<file path="src/hw/nn_layer_pkg.sv">
// Signed Q8.8 samples and wrapping Q16.16 accumulators, with no saturation anywhere.
// Field and array order inside the packed types is fixed, because the testbench packs them too.
`default_nettype none

package nn_layer_pkg;

  //////////////////////////////////////////////////////////////////////
  // Sizes
  //////////////////////////////////////////////////////////////////////

  localparam int NUM_NEURONS = 6;
  localparam int SAMPLE_W    = 16;
  localparam int FRAC_W      = 8;
  localparam int ACC_W       = 32;
  localparam int GAIN_W      = 4;

  //////////////////////////////////////////////////////////////////////
  // Fixed-point types
  //////////////////////////////////////////////////////////////////////

  // Q8.8
  typedef logic signed [SAMPLE_W-1:0] sample_t;

  // Q16.16, wraps on overflow
  typedef logic signed [ACC_W-1:0] acc_t;

  // One entry per neuron, neuron 0 in the low bits
  typedef sample_t [NUM_NEURONS-1:0] sample_vec_t;
  typedef acc_t    [NUM_NEURONS-1:0] acc_vec_t;

  //////////////////////////////////////////////////////////////////////
  // Layer configuration
  //////////////////////////////////////////////////////////////////////

  // Must stay static while a frame is being accumulated
  typedef struct packed {
    logic [GAIN_W-1:0] tap_gain;               // right shift on every tap
    logic              disable_non_linearity;  // sigmoid bypass
  } layer_cfg_t;

endpackage

`default_nettype wire

</file>
<file path="src/hw/layer_input_stage.sv">
// Every output lags its input by one cycle. The bias is held between first pulses.
// Taps are shifted arithmetically, so large gains drive small taps to 0 or -1.
`default_nettype none

module layer_input_stage (
  input  wire                              clk,
  input  wire                              reset,
  input  wire                              first,
  input  wire  nn_layer_pkg::sample_t      data,
  input  wire  nn_layer_pkg::sample_vec_t  taps,
  input  wire  nn_layer_pkg::sample_vec_t  bias,
  input  wire  [nn_layer_pkg::GAIN_W-1:0]  tap_gain,
  output logic                             first_r,
  output nn_layer_pkg::sample_t            data_r,
  output nn_layer_pkg::sample_vec_t        taps_r,
  output nn_layer_pkg::sample_vec_t        bias_r
);

  // Gain-scaled taps before the register
  nn_layer_pkg::sample_vec_t taps_scaled;

  always_comb begin
    for (int i = 0; i < nn_layer_pkg::NUM_NEURONS; i++) begin
      taps_scaled[i] = taps[i] >>> tap_gain;
    end
  end

  //////////////////////////////////////////////////////////////////////
  // Broadcast registers
  //////////////////////////////////////////////////////////////////////

  always_ff @(posedge clk) begin
    if (reset) begin
      first_r <= 1'b0;
      data_r  <= '0;
      taps_r  <= '0;
    end else begin
      first_r <= first;
      data_r  <= data;
      taps_r  <= taps_scaled;
    end
  end

  // Bias for the frame that starts with this pulse
  always_ff @(posedge clk) begin
    if (reset) begin
      bias_r <= '0;
    end else if (first) begin
      bias_r <= bias;
    end
  end

endmodule

`default_nettype wire

</file>
<file path="config.mk">
export PLATFORM = sky130hd
export DESIGN_NAME = layer_input_stage
export DESIGN_NICKNAME = d
export VERILOG_FILES = /design/src/hw/nn_layer_pkg.sv /design/src/hw/layer_input_stage.sv
export SDC_FILE = /design/constraint.sdc
export NUM_CORES = 1
export LEC_CHECK = 0
export BUFFER_PORTS_ARGS = -buffer_cell sky130_fd_sc_hd__buf_2
export CORE_AREA = 2 2 164 166
export CTS_CLUSTER_DIAMETER = 30
export CTS_CLUSTER_SIZE = 8
export DETAILED_ROUTE_END_ITERATION = 12
export DIE_AREA = 0 0 166 168
export PLACE_DENSITY = 0.65
export SETUP_SLACK_MARGIN = 0.4
export SLEW_MARGIN = 40
export SYNTH_ARGS = -nofsm -noshare
export SYNTH_HDL_FRONTEND = slang
export SYNTH_SLANG_ARGS = --single-unit
</file>
<file path="constraint.sdc">
create_clock -name clk -period 1.9 [get_ports clk]
set_clock_uncertainty 0.2 [all_clocks]
set_input_delay 0.19 -clock clk [delete_from_list [all_inputs] [get_ports clk]]
set_output_delay 0.19 -clock clk [all_outputs]
set_load 0.01 [all_outputs]
</file>
==> results.yml <==
synth:
  ys_types: 42
  ys_async_sr_fraction: 0
  syn_inst: 917
  yosysTopAreaCellShare: 0.406
  synth_area_leader_cell: "dfxtp_1"
  ys_ff_latch: 209
  synthesis.area_um2: 10300
  yosys.area_share.simple: 0.0904
  synth-edff-count: 0
  synth_fa_ha_area_frac: 0
  synth.most_common_cell: "dfxtp_1"
  ys_seq_area_frac: 0.406
  synthXorXnorAreaFrac: 0
  synth_mux_area_frac: 0.337
  avgSynthCellArea_um2: 11.2
  synth_top_family_by_area: "multiplexers"
  synth_area_leaders: "dfxtp_1 41%, mux4_2 15%, mux2i_1 12%, nor2_1 4.2%, mux4_1 3.3%"
  yosys_warnings: 0
  syn_nets: 1132
  ys_top_cells_by_count: "209 x dfxtp_1, 126 x mux2i_1, 116 x nor2_1"
  synth_flop_cell: "dfxtp_1"
  synth_compound_area_frac: 0.113
placed_design:
  place_congestion: 0.956
  dpl.cell_count: 1656
  place_hpwl_um: 29300
  dpl-instance-area_um2: 13000
  io_buffers: 423
die:
  start_util: 0.391
  boundaryPins: 424
  dieArea_um2: 27900
  die_width_um: 166
  core_area_um2: 26400
  num_rows: 60
  die_y_um: 168
clock_network:
  htree_levels: 2
  numCtsBuffers: 46
  cts_tree: "done"
  cts_buffer_depth: 3
  clk_pin_slew_worst_paths_ns: 0.05
  cts.sinks: 209
  cts_root_buf: "clkbuf_16"
  cts_hold_buf: 198
  clock_latency_ns: 0.52
critical_path:
  arrival_ns: 1.71
  start_kind: "input pin"
  r2r_slack_ns: 0.53
  cp.required_ns: 2.07
  crit_fanout: 5
  crit_path_end_kind: "register"
  worstSetupPathType: "input pin to register"
sta:
  slew_viol_final: 0
  final_min_period_over_clock_period: 0.809
  max_slew_margin: 0.415
  hold-worst-slack_ns: -0.149
  fmax_mhz: 651
  hold_violations: 22
  grt_setup_unrepaired: "true"
  setup_viol: 0
  tightest_slew_ns: 0.876
  period_minus_slack_ns: 1.54
global_route:
  grt_max_degree: 82
  antenna_found_initial: 2
  grt_pass1_vias: 10978
  grt_first_pass_wirelength_um: 65600
  grt_usage: 0.302
  gr-total-overflow: 0
run:
  max_cap_viol_count: 0
route:
  drc: 0
  drtIter0Drc: 944
  routed_wl_um: 44000
  viasPerCell: 5.63
  vias: 10892
  dr.pass1.iters: 7
  ant_nets: 0
  wl_per_cell_um: 22.7
finish:
  drive_gt1_frac: 0.429
  finalNetCount: 1776
  area_growth_pct: 61.2
  stdcell_count: 1935
  postLayoutCellArea_um2: 16600
power_and_ir_drop:
  power_density_nw_per_um2: 939
  ir_worst_vdd_uv: 684
  leakage_uw: 0.00765
outcome:
  violations: "negative hold slack"
  outcome: "finished with violations"
min_path:
  hold_path.class: "input pin to register"
==> cells by family (layout without fill, tap and decap cells) <==
kind of cell / Yosys count / after routing
buf+inv: 94 / 769
compound gates: 174 / 174
mux: 234 / 234
flops: 209 / 209
simple gates: 206 / 206
other cells: 0 / 2
==> state kept, by name (all words and copies together), names as in the netlist <==
register,cells
bias_r,96
taps_r,96
first_r,1
data_r,16
==> critical path, stage by stage <==
cell,delay (ns)
dlygate4sd3_1,0.53
buf_2,0.16
mux4_2,0.47
a21boi_0,0.20
o21ai_0,0.16
==> power breakdown <==
part | total (µW) | internal [µW] | leakage, µW | switching, µW
logic | 2810 | 1400 | 0.00517 | 1410
registers | 4850 | 4710 | 0.00173 | 137
clock network | 7940 | 5480 | 0.000747 | 2460
==> repair_timing <==
action / CTS / global route
buffers inserted: 0 / 0
gates resized for setup: 0 / 29
hold endpoints to repair: 181 / 22
endpoints found under the setup margin: 0 / 26
==> final cells by class <==
| class | count | area (µm²) |
|---|---|---|
| antenna | 2 | 5.00 |
| clock buffer | 62 | 1320 |
| clock inverter | 17 | 229 |
| fill | 2004 | 9740 |
| inverter | 7 | 26.3 |
| multi-input combinational | 614 | 5630 |
| sequential | 209 | 4180 |
| tap | 341 | 427 |
| timing repair buffer | 683 | 4790 |
==> metal layers <==
metal / part of all wire / global-route usage
met5: 0 / 0
met4: 0.056 / 0.163
met3: 0.095 / 0.0661
met2: 0.48 / 0.513
met1: 0.37 / 0.358
==> path summary, 6_finish.rpt <==
path	cells after the start	startpoint	end
min	2	reset	taps_r[46]
max reg2reg	3	bias_r[26]	bias_r[26]
min reg2reg	2	bias_r[3]	bias_r[3]
max	5	taps[57]	taps_r[51]
==> stage by stage <==
step,power (µW),setup WS [ns],setup TNS (ns),utilization
3_5_place_dp,7280,-0.0313,-0.0691,0.493
3_3_place_gp,7270,0.00183,0,0.493
4_1_cts,15600,0.403,0,0.627
6_report,15600,0.363,0,0.631
2_1_floorplan,6230,0.276,0,-
5_1_grt,16100,0.333,0,0.631
==> layout by cell type (no fill, tap or decap), drive strengths merged, types with 7 or more instances in the layout <==
master	netlist	layout
mux2	24	24
nor2b	20	20
a22oi	30	30
o21ai	36	36
o211ai	12	12
dfxtp	209	209
inv	6	7
clkbuf	34	62
nand2b	10	10
nor3b	9	9
nand2	42	42
a21oi	18	18
dlygate4sd3	0	195
buf	48	485
mux2i	126	126
o22ai	18	18
mux4	84	84
a31oi	12	12
nor2	116	116
Power figures use the tool's default switching activity.
