## src/hw/nn_layer_pkg.sv

```systemverilog
// Signed Q8.8 samples and wrapping Q16.16 accumulators, with no saturation anywhere.
// Field and array order inside the packed types is fixed, because the testbench packs them too.
`default_nettype none

package nn_layer_pkg;

  //////////////////////////////////////////////////////////////////////
  // Sizes
  //////////////////////////////////////////////////////////////////////

  localparam int NUM_NEURONS = 6;
  localparam int SAMPLE_W    = 16;
  localparam int FRAC_W      = 8;
  localparam int ACC_W       = 32;
  localparam int GAIN_W      = 4;

  //////////////////////////////////////////////////////////////////////
  // Fixed-point types
  //////////////////////////////////////////////////////////////////////

  // Q8.8
  typedef logic signed [SAMPLE_W-1:0] sample_t;

  // Q16.16, wraps on overflow
  typedef logic signed [ACC_W-1:0] acc_t;

  // One entry per neuron, neuron 0 in the low bits
  typedef sample_t [NUM_NEURONS-1:0] sample_vec_t;
  typedef acc_t    [NUM_NEURONS-1:0] acc_vec_t;

  //////////////////////////////////////////////////////////////////////
  // Layer configuration
  //////////////////////////////////////////////////////////////////////

  // Must stay static while a frame is being accumulated
  typedef struct packed {
    logic [GAIN_W-1:0] tap_gain;               // right shift on every tap
    logic              disable_non_linearity;  // sigmoid bypass
  } layer_cfg_t;

endpackage

`default_nettype wire

```

## src/hw/hard_sigmoid.sv

```systemverilog
// Piecewise-linear sigmoid x/4 + 0.5, clamped to 0.0 .. 1.0 in Q8.8.
// One cycle of latency in both modes. Bypass may change between samples.
`default_nettype none

module hard_sigmoid (
  input  wire                          clk,
  input  wire                          reset,
  input  wire                          bypass,
  input  wire  nn_layer_pkg::sample_t  data_in,
  output nn_layer_pkg::sample_t        data_out
);

  localparam int SLOPE_SHIFT = 2;
  localparam int HALF        = 1 << (nn_layer_pkg::FRAC_W - 1);
  localparam int ONE         = 1 << nn_layer_pkg::FRAC_W;

  // Cannot overflow. |x/4| + 0.5 stays well inside Q8.8
  nn_layer_pkg::sample_t scaled;
  nn_layer_pkg::sample_t clamped;

  always_comb begin
    scaled = (data_in >>> SLOPE_SHIFT) + nn_layer_pkg::sample_t'(HALF);
    if (scaled < 0) begin
      clamped = '0;
    end else if (scaled > nn_layer_pkg::sample_t'(ONE)) begin
      clamped = nn_layer_pkg::sample_t'(ONE);
    end else begin
      clamped = scaled;
    end
  end

  always_ff @(posedge clk) begin
    if (reset) begin
      data_out <= '0;
    end else if (bypass) begin
      data_out <= data_in;
    end else begin
      data_out <= clamped;
    end
  end

endmodule

`default_nettype wire

```

## config.mk

```make
export PLATFORM = sky130hd
export DESIGN_NAME = hard_sigmoid
export DESIGN_NICKNAME = d
export VERILOG_FILES = /design/src/hw/nn_layer_pkg.sv /design/src/hw/hard_sigmoid.sv
export SDC_FILE = /design/constraint.sdc
export NUM_CORES = 1
export LEC_CHECK = 0
export BUFFER_PORTS_ARGS = -buffer_cell sky130_fd_sc_hd__buf_2
export CAP_MARGIN = 10
export CORE_ASPECT_RATIO = 0.9
export CORE_UTILIZATION = 35
export CTS_CLUSTER_DIAMETER = 40
export DETAILED_ROUTE_END_ITERATION = 12
export PLACE_DENSITY_LB_ADDON = 0.25
export SLEW_MARGIN = 25
export SYNTH_ARGS = -nofsm -noshare
export SYNTH_HDL_FRONTEND = slang
export SYNTH_SLANG_ARGS = --single-unit
```

## constraint.sdc

```tcl
create_clock -name clk -period 1.5 [get_ports clk]
set_input_delay 0.3 -clock clk [delete_from_list [all_inputs] [get_ports clk]]
set_output_delay 0.3 -clock clk [all_outputs]
set_load 0.03 [all_outputs]
```

==> flow_metrics.env <==
export IMPL_status="complete, no violations"
export IMPL_clockBufferDepth=2
export IMPL_rsz0062_at_grt="false"
export IMPL_clkTransAtPathRegs_ns=0.10
export IMPL_syn_area_um2=708
export IMPL_synthCells=71
export IMPL_ys_flop_type="dfxtp_1"
export IMPL_htreeDepth=1
export IMPL_p_comb_share_pct=19.9
export IMPL_die_h_um=44.7
export IMPL_die_area_um2=2210
export IMPL_numCtsBuffers=3
export IMPL_multiInputGateArea_um2=383
export IMPL_dr_first_iter_drc_count=10
export IMPL_path_class="in2reg"
export IMPL_maxCapViolCount=0
export IMPL_cp_required_ns=1.67
export IMPL_min_path_type="in2reg"
export IMPL_async_flop_share_pct=0
export IMPL_track_usage_pct=15.8
export IMPL_fmax_mhz=705
export IMPL_synth_seq_cells=16
export IMPL_cts_setup_buffers=0
export IMPL_yosysTopAreaCell="dfxtp_1"
export IMPL_postCtsResizedCells=0
export IMPL_drive_gt1_share_pct=49.1
export IMPL_leakagePower_nw=0.459
export IMPL_synth_most_common_cell="dfxtp_1"
export IMPL_relSlewSlack_pct=70.0
export IMPL_yosys_top_cells_count="16 x dfxtp_1, 10 x nand2_1, 7 x nand3_1, 7 x o21ai_1, 6 x and2_1"
export IMPL_syn2layout_area_growth_pct=41.3
export IMPL_finalHoldViolations=0
export IMPL_drc=0
export IMPL_ios=35
export IMPL_num_fill_cells=198
export IMPL_fin_hold_ws_ns=0.215
export IMPL_synth_nets=91
export IMPL_syn_avg_cell_area_um2=9.97
export IMPL_stdcell_area_um2=1000
export IMPL_setup_violations=0
export IMPL_grt_pass1_wl_um=2620
export IMPL_p_int_w=0.000663
export IMPL_hpwl_um=1240
export IMPL_post_route_util_pct=52.3
export IMPL_first_pass_iters=4
export IMPL_synth_area_top_cells="dfxtp_1 45%, and2_1 5.3%, nand2_1 5.3%, nand3_1 4.9%, o21ai_1 4.9%"
export IMPL_cts_tree="built"
export IMPL_drv_slew=0
export IMPL_tightest_slew_ns=0.448
export IMPL_grt_pass1_vias=610
export IMPL_start_util_pct=37.0
export IMPL_powerDensity_nw_per_um2=906
export IMPL_vias_per_cell=4.89
export IMPL_synth_top_area_share_pct=45.2
export IMPL_synth_cell_types=27
export IMPL_grt_start_max_net_pins=10
export IMPL_ant_nets=0
export IMPL_largest_reg_flops=16
export IMPL_final_setup_tns_ns=0
export IMPL_start_kind="input port"
export IMPL_ir_worst_vdd_v=0.000399
export IMPL_antenna_found_initial=0
export IMPL_crit_fanout=9
export IMPL_top_regs="data_out x16"
export IMPL_fin_crit_sh_pct=94.5
export IMPL_die_w_um=49.4
export IMPL_p_sw_share_pct=26.8
export IMPL_root_buffer="clkbuf_4"
export IMPL_antenna_cells=0
export IMPL_rows=15
export IMPL_wl_um=1640
export IMPL_synth_edf_count=0
export IMPL_numPortBuffers=34
export IMPL_switchingPower_w=0.000243
export IMPL_vias=689
export IMPL_gp_congestion=0.794
export IMPL_overflow=0
export IMPL_wl_per_cell_um=11.6
export IMPL_hold_buffers=0
export IMPL_regMostFlops="data_out"
export IMPL_area_sequential_um2=320
export IMPL_dpl_instance_area_um2=965
export IMPL_p_seq_share_pct=49.3
export IMPL_power_w=0.000907
export IMPL_layout_min_cycle_time_ns=1.42
export IMPL_end_kind="flop"
export IMPL_ys_seq_area_share_pct=45.2
export IMPL_final_nets=137
export IMPL_arrival_ns=1.58
export IMPL_cts_sinks=16
export IMPL_core_um2=1910
export IMPL_power_frac_clock_pct=30.7
export IMPL_ys_warn_count=0
-- metal layers --
metal,vias to the layer above,global-route usage [%],part of all wire (%)
li1,351,-,-
met1,317,19.5,46
met3,2,2.75,4.8
met2,19,26.6,48
met5,-,0,0
met4,0,8.57,0.85
-- final cells by class --
class                      count  share of cell area (%)
multi-input combinational     54                    38.2
clock buffer                   4                    3.62
tap                           25                    3.13
timing repair buffer          42                    23.0
sequential                    16                    32.0
-- stage by stage --
stage / setup slack (ns) / instances
2_1_floorplan: -0.00212 / 71
3_5_place_dp: -0.227 / 137
5_1_grt: 0.0259 / 141
4_1_cts: 0.0809 / 141
6_report: 0.0818 / 141
3_3_place_gp: -0.181 / 137
-- critical path, stage by stage --
cell and delay (ns):
buf_2 0.11, ha_1 0.20, and3_1 0.20, and4b_2 0.24, o32ai_4 0.40, o21ai_1 0.14
-- cell families after synthesis --
kind of cell	after synthesis	share of synthesized area, %
AO/OA/AOI/OAI	14	18.6
flip-flops	16	45.2
adder cells (fa/ha/maj)	1	1.77
AND/OR/NAND/NOR	39	32.9
buffers and inverters	1	1.59
-- power by group through the flow --
| stage | Sequential (W) | Clock (W) | Combinational (W) |
|---|---|---|---|
| after floorplan | 0.000497 | 0 | 0.0000600 |
| after global placement | 0.000457 | 0 | 0.000179 |
| after detailed placement | 0.000457 | 0 | 0.000180 |
| after CTS | 0.000448 | 0.000288 | 0.000181 |
| after global routing | 0.000449 | 0.000314 | 0.000194 |
| final | 0.000447 | 0.000279 | 0.000181 |
-- path summary, 6_finish.rpt --
kind | from | end | slack, ns | depth (start not counted)
min | data_in[1] | data_out[1]$_SDFF_PP0_ | 0.22 | 3
max | data_in[9] | data_out[5]$_SDFF_PP0_ | 0.08 | 6
-- cell usage in the layout, fill, tap and decap left out, drive strengths merged, types with 2 or more instances in the layout --
cell and instances:
buf 42, dfxtp 16, nand2 11, o21ai 8, nand3 7, and2 7
clkbuf 4, nor2b 2, nand4 2, nor3 2, o32ai 2
Note: power is estimated with default switching activity, not from simulation.
