### config.mk
export PLATFORM = sky130hd
export DESIGN_NAME = neuron_mac
export DESIGN_NICKNAME = d
export VERILOG_FILES = /design/src/hw/nn_layer_pkg.sv /design/src/hw/neuron_mac.sv
export SDC_FILE = /design/constraint.sdc
export NUM_CORES = 1
export LEC_CHECK = 0
export ABC_CLOCK_PERIOD_IN_PS = 13700
export BUFFER_PORTS_ARGS = -buffer_cell sky130_fd_sc_hd__buf_2
export CAP_MARGIN = 5
export CORE_MARGIN = 2
export CORE_UTILIZATION = 40
export CTS_BUF_LIST = sky130_fd_sc_hd__clkbuf_2 sky130_fd_sc_hd__clkbuf_4 sky130_fd_sc_hd__clkbuf_8
export DETAILED_ROUTE_END_ITERATION = 12
export PLACE_DENSITY = 0.67
export SLEW_MARGIN = 25
export SYNTH_ARGS = -nofsm -noshare
export SYNTH_HDL_FRONTEND = slang
export SYNTH_SLANG_ARGS = --single-unit
### constraint.sdc
create_clock -name clk -period 13.7 [get_ports clk]
set_clock_uncertainty 0.1 [all_clocks]
set_input_delay 1.37 -clock clk [delete_from_list [all_inputs] [get_ports clk]]
set_output_delay 1.37 -clock clk [all_outputs]
set_load 0.02 [all_outputs]
### src/hw/nn_layer_pkg.sv
// Signed Q8.8 samples and wrapping Q16.16 accumulators, with no saturation anywhere.
// Field and array order inside the packed types is fixed, because the testbench packs them too.
`default_nettype none

package nn_layer_pkg;

  //////////////////////////////////////////////////////////////////////
  // Sizes
  //////////////////////////////////////////////////////////////////////

  localparam int NUM_NEURONS = 6;
  localparam int SAMPLE_W    = 16;
  localparam int FRAC_W      = 8;
  localparam int ACC_W       = 32;
  localparam int GAIN_W      = 4;

  //////////////////////////////////////////////////////////////////////
  // Fixed-point types
  //////////////////////////////////////////////////////////////////////

  // Q8.8
  typedef logic signed [SAMPLE_W-1:0] sample_t;

  // Q16.16, wraps on overflow
  typedef logic signed [ACC_W-1:0] acc_t;

  // One entry per neuron, neuron 0 in the low bits
  typedef sample_t [NUM_NEURONS-1:0] sample_vec_t;
  typedef acc_t    [NUM_NEURONS-1:0] acc_vec_t;

  //////////////////////////////////////////////////////////////////////
  // Layer configuration
  //////////////////////////////////////////////////////////////////////

  // Must stay static while a frame is being accumulated
  typedef struct packed {
    logic [GAIN_W-1:0] tap_gain;               // right shift on every tap
    logic              disable_non_linearity;  // sigmoid bypass
  } layer_cfg_t;

endpackage

`default_nettype wire

### src/hw/neuron_mac.sv
// Signed 16x16 multiply with a 32-bit accumulator that wraps silently on overflow.
// The sum is complete in the cycle in which first_r marks the start of the next frame.
`default_nettype none

module neuron_mac (
  input  wire                          clk,
  input  wire                          reset,
  input  wire                          first_r,
  input  wire  nn_layer_pkg::sample_t  data_r,
  input  wire  nn_layer_pkg::sample_t  tap_r,
  output nn_layer_pkg::acc_t           sum
);

  // Q8.8 times Q8.8 gives Q16.16 directly
  nn_layer_pkg::acc_t product;

  always_comb begin
    product = nn_layer_pkg::acc_t'(data_r) * nn_layer_pkg::acc_t'(tap_r);
  end

  //////////////////////////////////////////////////////////////////////
  // Accumulator
  //////////////////////////////////////////////////////////////////////

  // first_r restarts the sum from the new frame's first product
  always_ff @(posedge clk) begin
    if (reset) begin
      sum <= '0;
    end else if (first_r) begin
      sum <= product;
    end else begin
      sum <= sum + product;
    end
  end

endmodule

`default_nettype wire

==> metrics.md <==
| Metric | Value |
|---|---|
| Post-Synth XOR/XNOR Area | roughly 3.9% |
| Post-synthesis mux area share | 0.5475% |
| HP Class | register to register |
| Area leader, netlist | fa_1 |
| Synth Cell Area | 12800 sq um |
| Hold Crit Depth | 3 |
| CP Class | input pin to register |
| Simple-gate share of the synthesized area | 16.42% |
| Sequential area share after synthesis | 5.005% |
| Max stage delay cell, worst path | or4_1 |
| Initial Util | 40.56% |
| Synth top area share | 41.14% |
| Initial antenna violation count | 0 |
| Synth unique cells | 77 |
| First-pass GRT wire length | 50.45 mm |
| FP Rows | 65 |
| Number of warnings issued by yosys | 0 |
| Unrepaired setup endpoints after global routing | no |
| Hold Fails Final Rpt | 0 |
| Max Cap Violations | 0 |
| Synth Flop Type | dfxtp_1 |
| Adder-cell share of the synthesized area | 52.38% |
| Fin crit share | around two thirds |
| H-tree Lvls | 2 |
| Core Footprint | between 30000 and 40000 sq um |
| Via density | 5.184 |
| GPL Wtd Cong | between 0.8 and 0.9 |
| CP delay by family, top | adder cells |
| CP peak stage delay | about 0.57 ns |
| Biggest registers after layout | sum: 32 flops |
| Largest net degree at the start of global routing | between 60 and 70 |
| Num CTS Buffers | 5 |
| Main combinational cell family by area after synthesis | adder cells |
| Count leader, synth | inv_1 |
| Critical Path End Type | register |
| Num Clock Sinks | 32 |
| I/O pin total | 67 |
| Fin cells | 1873 |
| Drc violations | 0 |
| CP Max Fanout | 16 |
| Worst Max-Slew Pin Slew | 0.7698 ns |
| Post-CTS setup buffers | 0 |
| DR iter-0 viols | 426 |
| Latest clock arrival within the worst-skew pair | 0.30 ns |
| CP required | 13.82 ns |
| Setup_tns | 0 ns |
| Fmax | 110.0 MHz |
| Most used cell, CP | fa_1 |
| Slew headroom | between 40% and 50% |
| DP Wirelength | 24.95 mm |
| Wire per inst | 15.97 um |
| CP bufs+invs | 5 |
| Syn avg cell area | 8.839 sq um |
| Largest register FFs | 32 |
| CTS tree | built |
| Overflow left after global routing | 0 |
| Worst Reg-to-Reg Cells | 11 |
| Min Clock Period, post-route | 9.093 ns |
| Vias post-DR | around 9700 |
| Syn Nets | 1861 |
| Number of cells after detailed placement | 1864 |
| Synth top area cells | fa_1 (41%), ha_1 (11%), inv_1 (9.0%), and2_1 (6.3%), dfxtp_1 (5.0%) |
| Post-CTS Hold Fix Bufs | 0 |
| Final wirelength | 29.92 mm |
| Post-synthesis register bit count | 32 |
| Post-synth EDFFs | 0 |
| Synth-to-layout area growth | 5.797% |
| Clock slew at reported path FFs | around 0.08 ns |
| Post-layout util | 42.91% |
| DRT antenna net count | 0 |
| First-pass iteration count of the detailed router | 4 |
| CTS root buf | clkbuf_8 |
| Vias in the first global route | 10403 |
| Layout cells sized above 1 | under 10% |
| Fin Hold WS | 0.5273 ns |
| Ys async rst share | 0% |
| Buffers on Ports | 66 |
| WP data arrival | a little over 9 ns |
| Post-layout nets | between 1500 and 2000 |
| Status | finished clean |
| Die Width | 182.9 um |
| Clk buf depth | 2 |
| Crit path depth | 31 |
| Post-cts sizing count | 0 |
| Post-Synthesis Cells | 1448 |
| Final-report setup violation count | 0 |
| Compound-Gate Fraction of Synth Area | 11.05% |
| Max-slew violations | 0 |
| GRT Total Usage | 18.67% |
| Chip height | 182.9 um |
| Die area | 33440 sq um |
| Biggest register | sum |
| Post-synth top cells | inv_1 (308), fa_1 (263), nand2_1 (141), and2_1 (129), ha_1 (115) |
| Worst setup SP type | input pin |
[worst register-to-register path, delay by kind of cell, from the launching register on]
family | cells | cell delay (ns)
adders and majority gates | 2 | 0.71
DFF | 1 | 0.32
and+or+nand+nor | 1 | 0.26
AOI/OAI and AO/OA | 8 | 1.63
[per-layer routing]
| metal | GRT usage [%] | up-vias | wire length (um) |
|---|---|---|---|
| li1 | - | 4533 | - |
| met1 | 23.46 | 4938 | 12450 |
| met2 | 34.54 | 190 | 15820 |
| met3 | 1.966 | 48 | 1022 |
| met4 | 4.224 | 0 | 629 |
| met5 | 0 | - | 0 |
[stage by stage]
stage	setup WS (ns)	cell area, sq um
2_1_floorplan	5.071	12800
3_3_place_gp	4.580	13430
3_5_place_dp	4.435	13430
4_1_cts	4.700	13540
5_1_grt	4.162	13540
6_report	4.607	13540
[cell families (layout without fill, tap and decap cells)]
| group | Yosys count | after routing |
|---|---|---|
| AND/OR/NAND/NOR | 415 | 415 |
| adder cells (fa/ha/maj) | 378 | 378 |
| buffers and inverters | 361 | 383 |
| AO/OA/AOI/OAI | 198 | 198 |
| XOR/XNOR | 57 | 57 |
| flip-flops | 32 | 32 |
| multiplexers | 7 | 7 |
| other | 0 | 1 |
[area by class of cell]
cell class | instances | area (sq um)
sequential | 32 | 640.6
antenna | 1 | 2.502
tap | 402 | 503.0
clock buffer | 6 | 76.32
clock inverter | 2 | 35.03
inverter | 308 | 1156
timing repair buffer | 67 | 337.8
fill | 3190 | 18010
multi-input combinational | 1055 | 10790
[cells in the final DEF, fill, tap and decap left out, types with 6 or more instances in the layout]
cell type,instances
inv_1,308
fa_1,263
nand2_1,141
and2_1,129
ha_1,115
nor2_1,68
buf_2,66
a21oi_1,54
xnor2_1,39
dfxtp_1,32
a21o_1,26
o21ai_0,22
xor2_1,18
a211oi_1,13
o21a_1,12
nor2b_1,11
nand3_1,10
nand2b_1,10
nor3_1,8
o21ai_1,7
a31oi_1,7
mux2i_1,7
nand4_1,6
[path summary, 6_finish.rpt]
| path | startpoint | end | slack (ns) |
|---|---|---|---|
| max | data_r[13] | sum[28]$_SDFF_PP0_ | 4.61 |
| min | sum[0]$_SDFF_PP0_ | sum[0]$_SDFF_PP0_ | 0.53 |
| max reg2reg | sum[0]$_SDFF_PP0_ | sum[28]$_SDFF_PP0_ | 10.59 |
| min reg2reg | sum[0]$_SDFF_PP0_ | sum[0]$_SDFF_PP0_ | 0.53 |
Power is not shown: default switching activity piles up to over one toggle a cycle in this logic, so the estimate is an artifact.
