File: src/hw/nn_layer_pkg.sv
// Signed Q8.8 samples and wrapping Q16.16 accumulators, with no saturation anywhere.
// Field and array order inside the packed types is fixed, because the testbench packs them too.
`default_nettype none

package nn_layer_pkg;

  //////////////////////////////////////////////////////////////////////
  // Sizes
  //////////////////////////////////////////////////////////////////////

  localparam int NUM_NEURONS = 6;
  localparam int SAMPLE_W    = 16;
  localparam int FRAC_W      = 8;
  localparam int ACC_W       = 32;
  localparam int GAIN_W      = 4;

  //////////////////////////////////////////////////////////////////////
  // Fixed-point types
  //////////////////////////////////////////////////////////////////////

  // Q8.8
  typedef logic signed [SAMPLE_W-1:0] sample_t;

  // Q16.16, wraps on overflow
  typedef logic signed [ACC_W-1:0] acc_t;

  // One entry per neuron, neuron 0 in the low bits
  typedef sample_t [NUM_NEURONS-1:0] sample_vec_t;
  typedef acc_t    [NUM_NEURONS-1:0] acc_vec_t;

  //////////////////////////////////////////////////////////////////////
  // Layer configuration
  //////////////////////////////////////////////////////////////////////

  // Must stay static while a frame is being accumulated
  typedef struct packed {
    logic [GAIN_W-1:0] tap_gain;               // right shift on every tap
    logic              disable_non_linearity;  // sigmoid bypass
  } layer_cfg_t;

endpackage

`default_nettype wire

File: src/hw/layer_output_stage.sv
// Frame length must be at least NUM_NEURONS, or the serial line is reloaded before it drains.
// The Q8.8 rounding truncates and the bias add wraps. Neither saturates.
`default_nettype none

module layer_output_stage (
  input  wire                              clk,
  input  wire                              reset,
  input  wire                              first_r,
  input  wire  nn_layer_pkg::acc_vec_t     sums,
  input  wire  nn_layer_pkg::sample_vec_t  bias_r,
  output nn_layer_pkg::acc_vec_t           neuron_sums,
  output nn_layer_pkg::sample_t            pre_bias,
  output nn_layer_pkg::sample_t            biased
);

  localparam int N = nn_layer_pkg::NUM_NEURONS;

  // Serial line of sums, entry 0 is the head
  nn_layer_pkg::acc_vec_t    out_line;
  // Bias of the frame that is being accumulated
  nn_layer_pkg::sample_vec_t frame_bias;
  // Bias line that moves in step with out_line
  nn_layer_pkg::sample_vec_t bias_line;

  //////////////////////////////////////////////////////////////////////
  // Parallel sums
  //////////////////////////////////////////////////////////////////////

  always_ff @(posedge clk) begin
    if (reset) begin
      neuron_sums <= '0;
    end else if (first_r) begin
      neuron_sums <= sums;
    end
  end

  //////////////////////////////////////////////////////////////////////
  // Serial lines
  //////////////////////////////////////////////////////////////////////

  // bias_r already holds the next frame's bias when first_r is high.
  // So keep the current frame's copy and hand it on at the frame boundary.
  always_ff @(posedge clk) begin
    if (reset) begin
      frame_bias <= '0;
    end else if (first_r) begin
      frame_bias <= bias_r;
    end
  end

  always_ff @(posedge clk) begin
    if (reset) begin
      out_line  <= '0;
      bias_line <= '0;
    end else if (first_r) begin
      out_line  <= sums;
      bias_line <= frame_bias;
    end else begin
      for (int i = 0; i < N - 1; i++) begin
        out_line[i]  <= out_line[i+1];
        bias_line[i] <= bias_line[i+1];
      end
      // Zeros fill in behind the last neuron
      out_line[N-1]  <= '0;
      bias_line[N-1] <= '0;
    end
  end

  //////////////////////////////////////////////////////////////////////
  // Head of line
  //////////////////////////////////////////////////////////////////////

  // Q16.16 down to Q8.8, upper bits dropped
  always_comb begin
    pre_bias = nn_layer_pkg::sample_t'(out_line[0] >>> nn_layer_pkg::FRAC_W);
  end

  always_ff @(posedge clk) begin
    if (reset) begin
      biased <= '0;
    end else begin
      biased <= pre_bias + bias_line[0];
    end
  end

endmodule

`default_nettype wire

File: config.mk
export PLATFORM = sky130hd
export DESIGN_NAME = layer_output_stage
export DESIGN_NICKNAME = d
export VERILOG_FILES = /design/src/hw/nn_layer_pkg.sv /design/src/hw/layer_output_stage.sv
export SDC_FILE = /design/constraint.sdc
export NUM_CORES = 1
export LEC_CHECK = 0
export BUFFER_PORTS_ARGS = -buffer_cell sky130_fd_sc_hd__buf_2
export CELL_PAD_IN_SITES_DETAIL_PLACEMENT = 1
export CELL_PAD_IN_SITES_GLOBAL_PLACEMENT = 2
export CORE_ASPECT_RATIO = 1.4
export CORE_MARGIN = 2
export CORE_UTILIZATION = 31
export CTS_BUF_LIST = sky130_fd_sc_hd__clkbuf_4 sky130_fd_sc_hd__clkbuf_8 sky130_fd_sc_hd__clkbuf_16
export DETAILED_ROUTE_END_ITERATION = 7
export PLACE_DENSITY = 0.86
export SLEW_MARGIN = 10
export SYNTH_ARGS = -nofsm -noshare
export SYNTH_HDL_FRONTEND = slang
export SYNTH_SLANG_ARGS = --single-unit
File: constraint.sdc
create_clock -name clk -period 2.8 [get_ports clk]
set_input_delay 0.7 -clock clk [delete_from_list [all_inputs] [get_ports clk]]
set_output_delay 0.7 -clock clk [all_outputs]
set_load 0.05 [all_outputs]
==> flow_summary_export.csv <==
group,metric,value,unit
worst_setup_path,start_kind,"register",
run,cap_viol_max_count,0,
finish,final_common_cell,"buf_2",
timing,fin_skew,0.0157,ns
global_routing,globalRouteMet2Util,0.325,
logic_synthesis,yosys_warnings,0,
timing,rsz0062_at_grt,"false",
logic_synthesis,synthesis.area,17600,sq um
timing,setup_viol,0,
logic_synthesis,ys.flop_type,"dfxtp_1",
timing,tightest_slew,0.559,ns
placed_design,hpwl,39300,um
placed_design,finalWeightedCongestion,0.874,
worst_setup_path,crit_type,"reg -> reg",
global_routing,antenna_found_initial,8,
timing,hold_ws,0.346,ns
global_routing,use_met3,0.0362,
route,vias,13619,
clock_tree,worstSkewPairLatency,0.57,ns
route,route.detailed.drc,0,
logic_synthesis,yosys.area.top_type,"dfxtp_1",
hold_path,hold_depth,2,
clock_tree,tritoncts,"yes",
timing,hold_viol,0,
die,die_h,286,um
route,ant_nets,0,
clock_tree,clk_pin_slew,0.06,ns
global_routing,use_met1,0.189,
worst_setup_path,critPathMaxFanout,3,
finish,nets,2517,
timing,setup_tns,0,ns
die,start_util,0.313,
clock_tree,htreeDepth,2,
logic_synthesis,netlist_instances,1744,
timing,fin_crit_sh,0.834,
die,die-area,58700,sq um
logic_synthesis,synthTopCellsByArea,"dfxtp_1, mux2i_1, nor2_1, nand2b_1, a21oi_1",
global_routing,grt_pass1_vias,14660,
route,drt-total-wl,52400,um
die,design.core.area,56300,sq um
clock_tree,hold_buffers,0,
clock_tree,clock_path_buffers,3,
timing,fin_crit,2.33,ns
timing,max_freq,428,MHz
finish,area_growth,29.0,%
worst_setup_path,cp.required,3.25,ns
worst_setup_path,reg2reg_depth,7,
worst_setup_path,arrival,2.79,ns
global_routing,grt_max_degree,100,
worst_setup_path,ff2ff_setup_slack,0.47,ns
global_routing,grt_usage,0.174,
clock_tree,cts_resized,0,
logic_synthesis,ys_ff_latch,496,
clock_tree,clock-root-buffer,"clkbuf_16",
power,irDropWorstVdd,472,uV
global_routing,grt_overflow,0,
finish,n_fill_cell,6495,
run_status,status,"complete, no violations",
global_routing,top_usage_layer,"met2",
logic_synthesis,ys_seq_area_frac,0.564,
route,via_per_inst,4.55,
logic_synthesis,syn_nets,2051,
finish,drive_above_1_share,0.288,
power,p_leak,10.8,nW
logic_synthesis,async_flop_share,0,
logic_synthesis,syn_area_per_cell,10.1,sq um
global_routing,grt_pass1_wl,80800,um
route,drt_iter0_drc,424,
die,die_w,205,um
logic_synthesis,synth_edf_count,0,
clock_tree,clkSinkCount,496,
clock_tree,cts_made_buffers,50,
hold_path,hold_class,"in -> reg",
power,power_density,743,nW/um^2
die,placementRows,103,
timing,slew_headroom,0.627,
clock_tree,cts_setup_buffers,0,
route,wl_per_cell,17.5,um
route,drt_pass1_iterations,4,
placed_design,io_buffers,514,
finish,layout_common_cells,"buf_2, dfxtp_1, nor2_1",
worst_setup_path,cp-end-kind,"register",
timing,slew_viol_final,0,
logic_synthesis,synthDominantCellAreaShare,0.564,
logic_synthesis,synth_cell_type_count,41,
die,io-pin-count,515,
==> final cells by class <==
class / count / area [sq um] / area share
well taps: 735 / 920 / 0.0405
multi-input cells: 1115 / 7070 / 0.311
flip-flops and latches: 496 / 9930 / 0.437
clock buffers: 73 / 1560 / 0.0686
clock inverters: 20 / 264 / 0.0116
inverters: 2 / 7.51 / 0.000331
repair buffers: 545 / 2940 / 0.129
diodes: 7 / 17.5 / 0.000772
==> report_power, final <==
part / internal, W / switching [W]
Clock: 0.00442 / 0.00281
Combinational: 0.000670 / 0.00135
Sequential: 0.00743 / 0.000180
Total: 0.0125 / 0.00434
==> logic make-up after synthesis <==
| family | Yosys count | synth area share |
|---|---|---|
| AOI/OAI and AO/OA | 197 | 0.0606 |
| xor gates and xnor gates | 10 | 0.00498 |
| adders and majority gates | 16 | 0.0118 |
| buffers and inverters | 133 | 0.0345 |
| DFF | 496 | 0.564 |
| muxes | 291 | 0.166 |
| and+or+nand+nor | 601 | 0.158 |
==> worst max-delay path, stage by stage, from the launching register on <==
cell and delay (ns):
dfxtp_1 0.32, ha_1 0.25, fa_1 0.43, a21oi_1 0.20
o211a_1 0.25, nor3_2 0.08, a311oi_1 0.33, mux2_1 0.36
==> per-layer routing <==
metal	vias to the layer above	wire (um)
li1	6662	-
met1	6466	20200
met2	381	27400
met3	108	2760
met4	2	2070
met5	-	7
==> per-stage QoR <==
stage	util	total power, W	cells	cell area, sq um	setup WS [ns]
final	0.403	0.0169	2993	22700	0.465
after global routing	0.403	0.0176	2991	22700	0.318
after CTS	0.403	0.0171	2986	22700	0.473
after detailed placement	0.370	0.00981	2893	20900	0.494
after global placement	0.370	0.00975	2893	20900	0.521
after floorplan	-	0.00913	1744	17600	0.699
==> synthesized netlist by cell type (2+ instances only) <==
cell type    n
dfxtp_1    496
nor2_1     304
mux2i_1    288
a21oi_1    170
nand2b_1   160
nand2_1     87
clkbuf_1    77
and2_1      33
buf_2       32
buf_4       16
ha_1        15
nor2b_1      7
xor2_1       6
a21o_1       5
buf_1        5
nand4_1      4
o21ai_0      4
xnor2_1      4
a21oi_2      2
a311oi_1     2
a31oi_1      2
inv_1        2
nand3_1      2
nor3_1       2
o211ai_1     2
o21a_1       2
==> state kept, by name, summed over array words and instances, names as in the netlist <==
name / cells
biased: 16
bias_line: 96
neuron_sums: 192
frame_bias: 96
pre_bias: 16
out_line: 80
==> final timing paths <==
path / from / to
worst max-delay path: pre_bias[0] / biased[14]
worst min-delay path: sums[179] / out_line[179]
worst max register to register: pre_bias[0] / biased[14]
worst min register to register: out_line[87] / out_line[55]
Note: power is estimated with default switching activity, not from simulation.
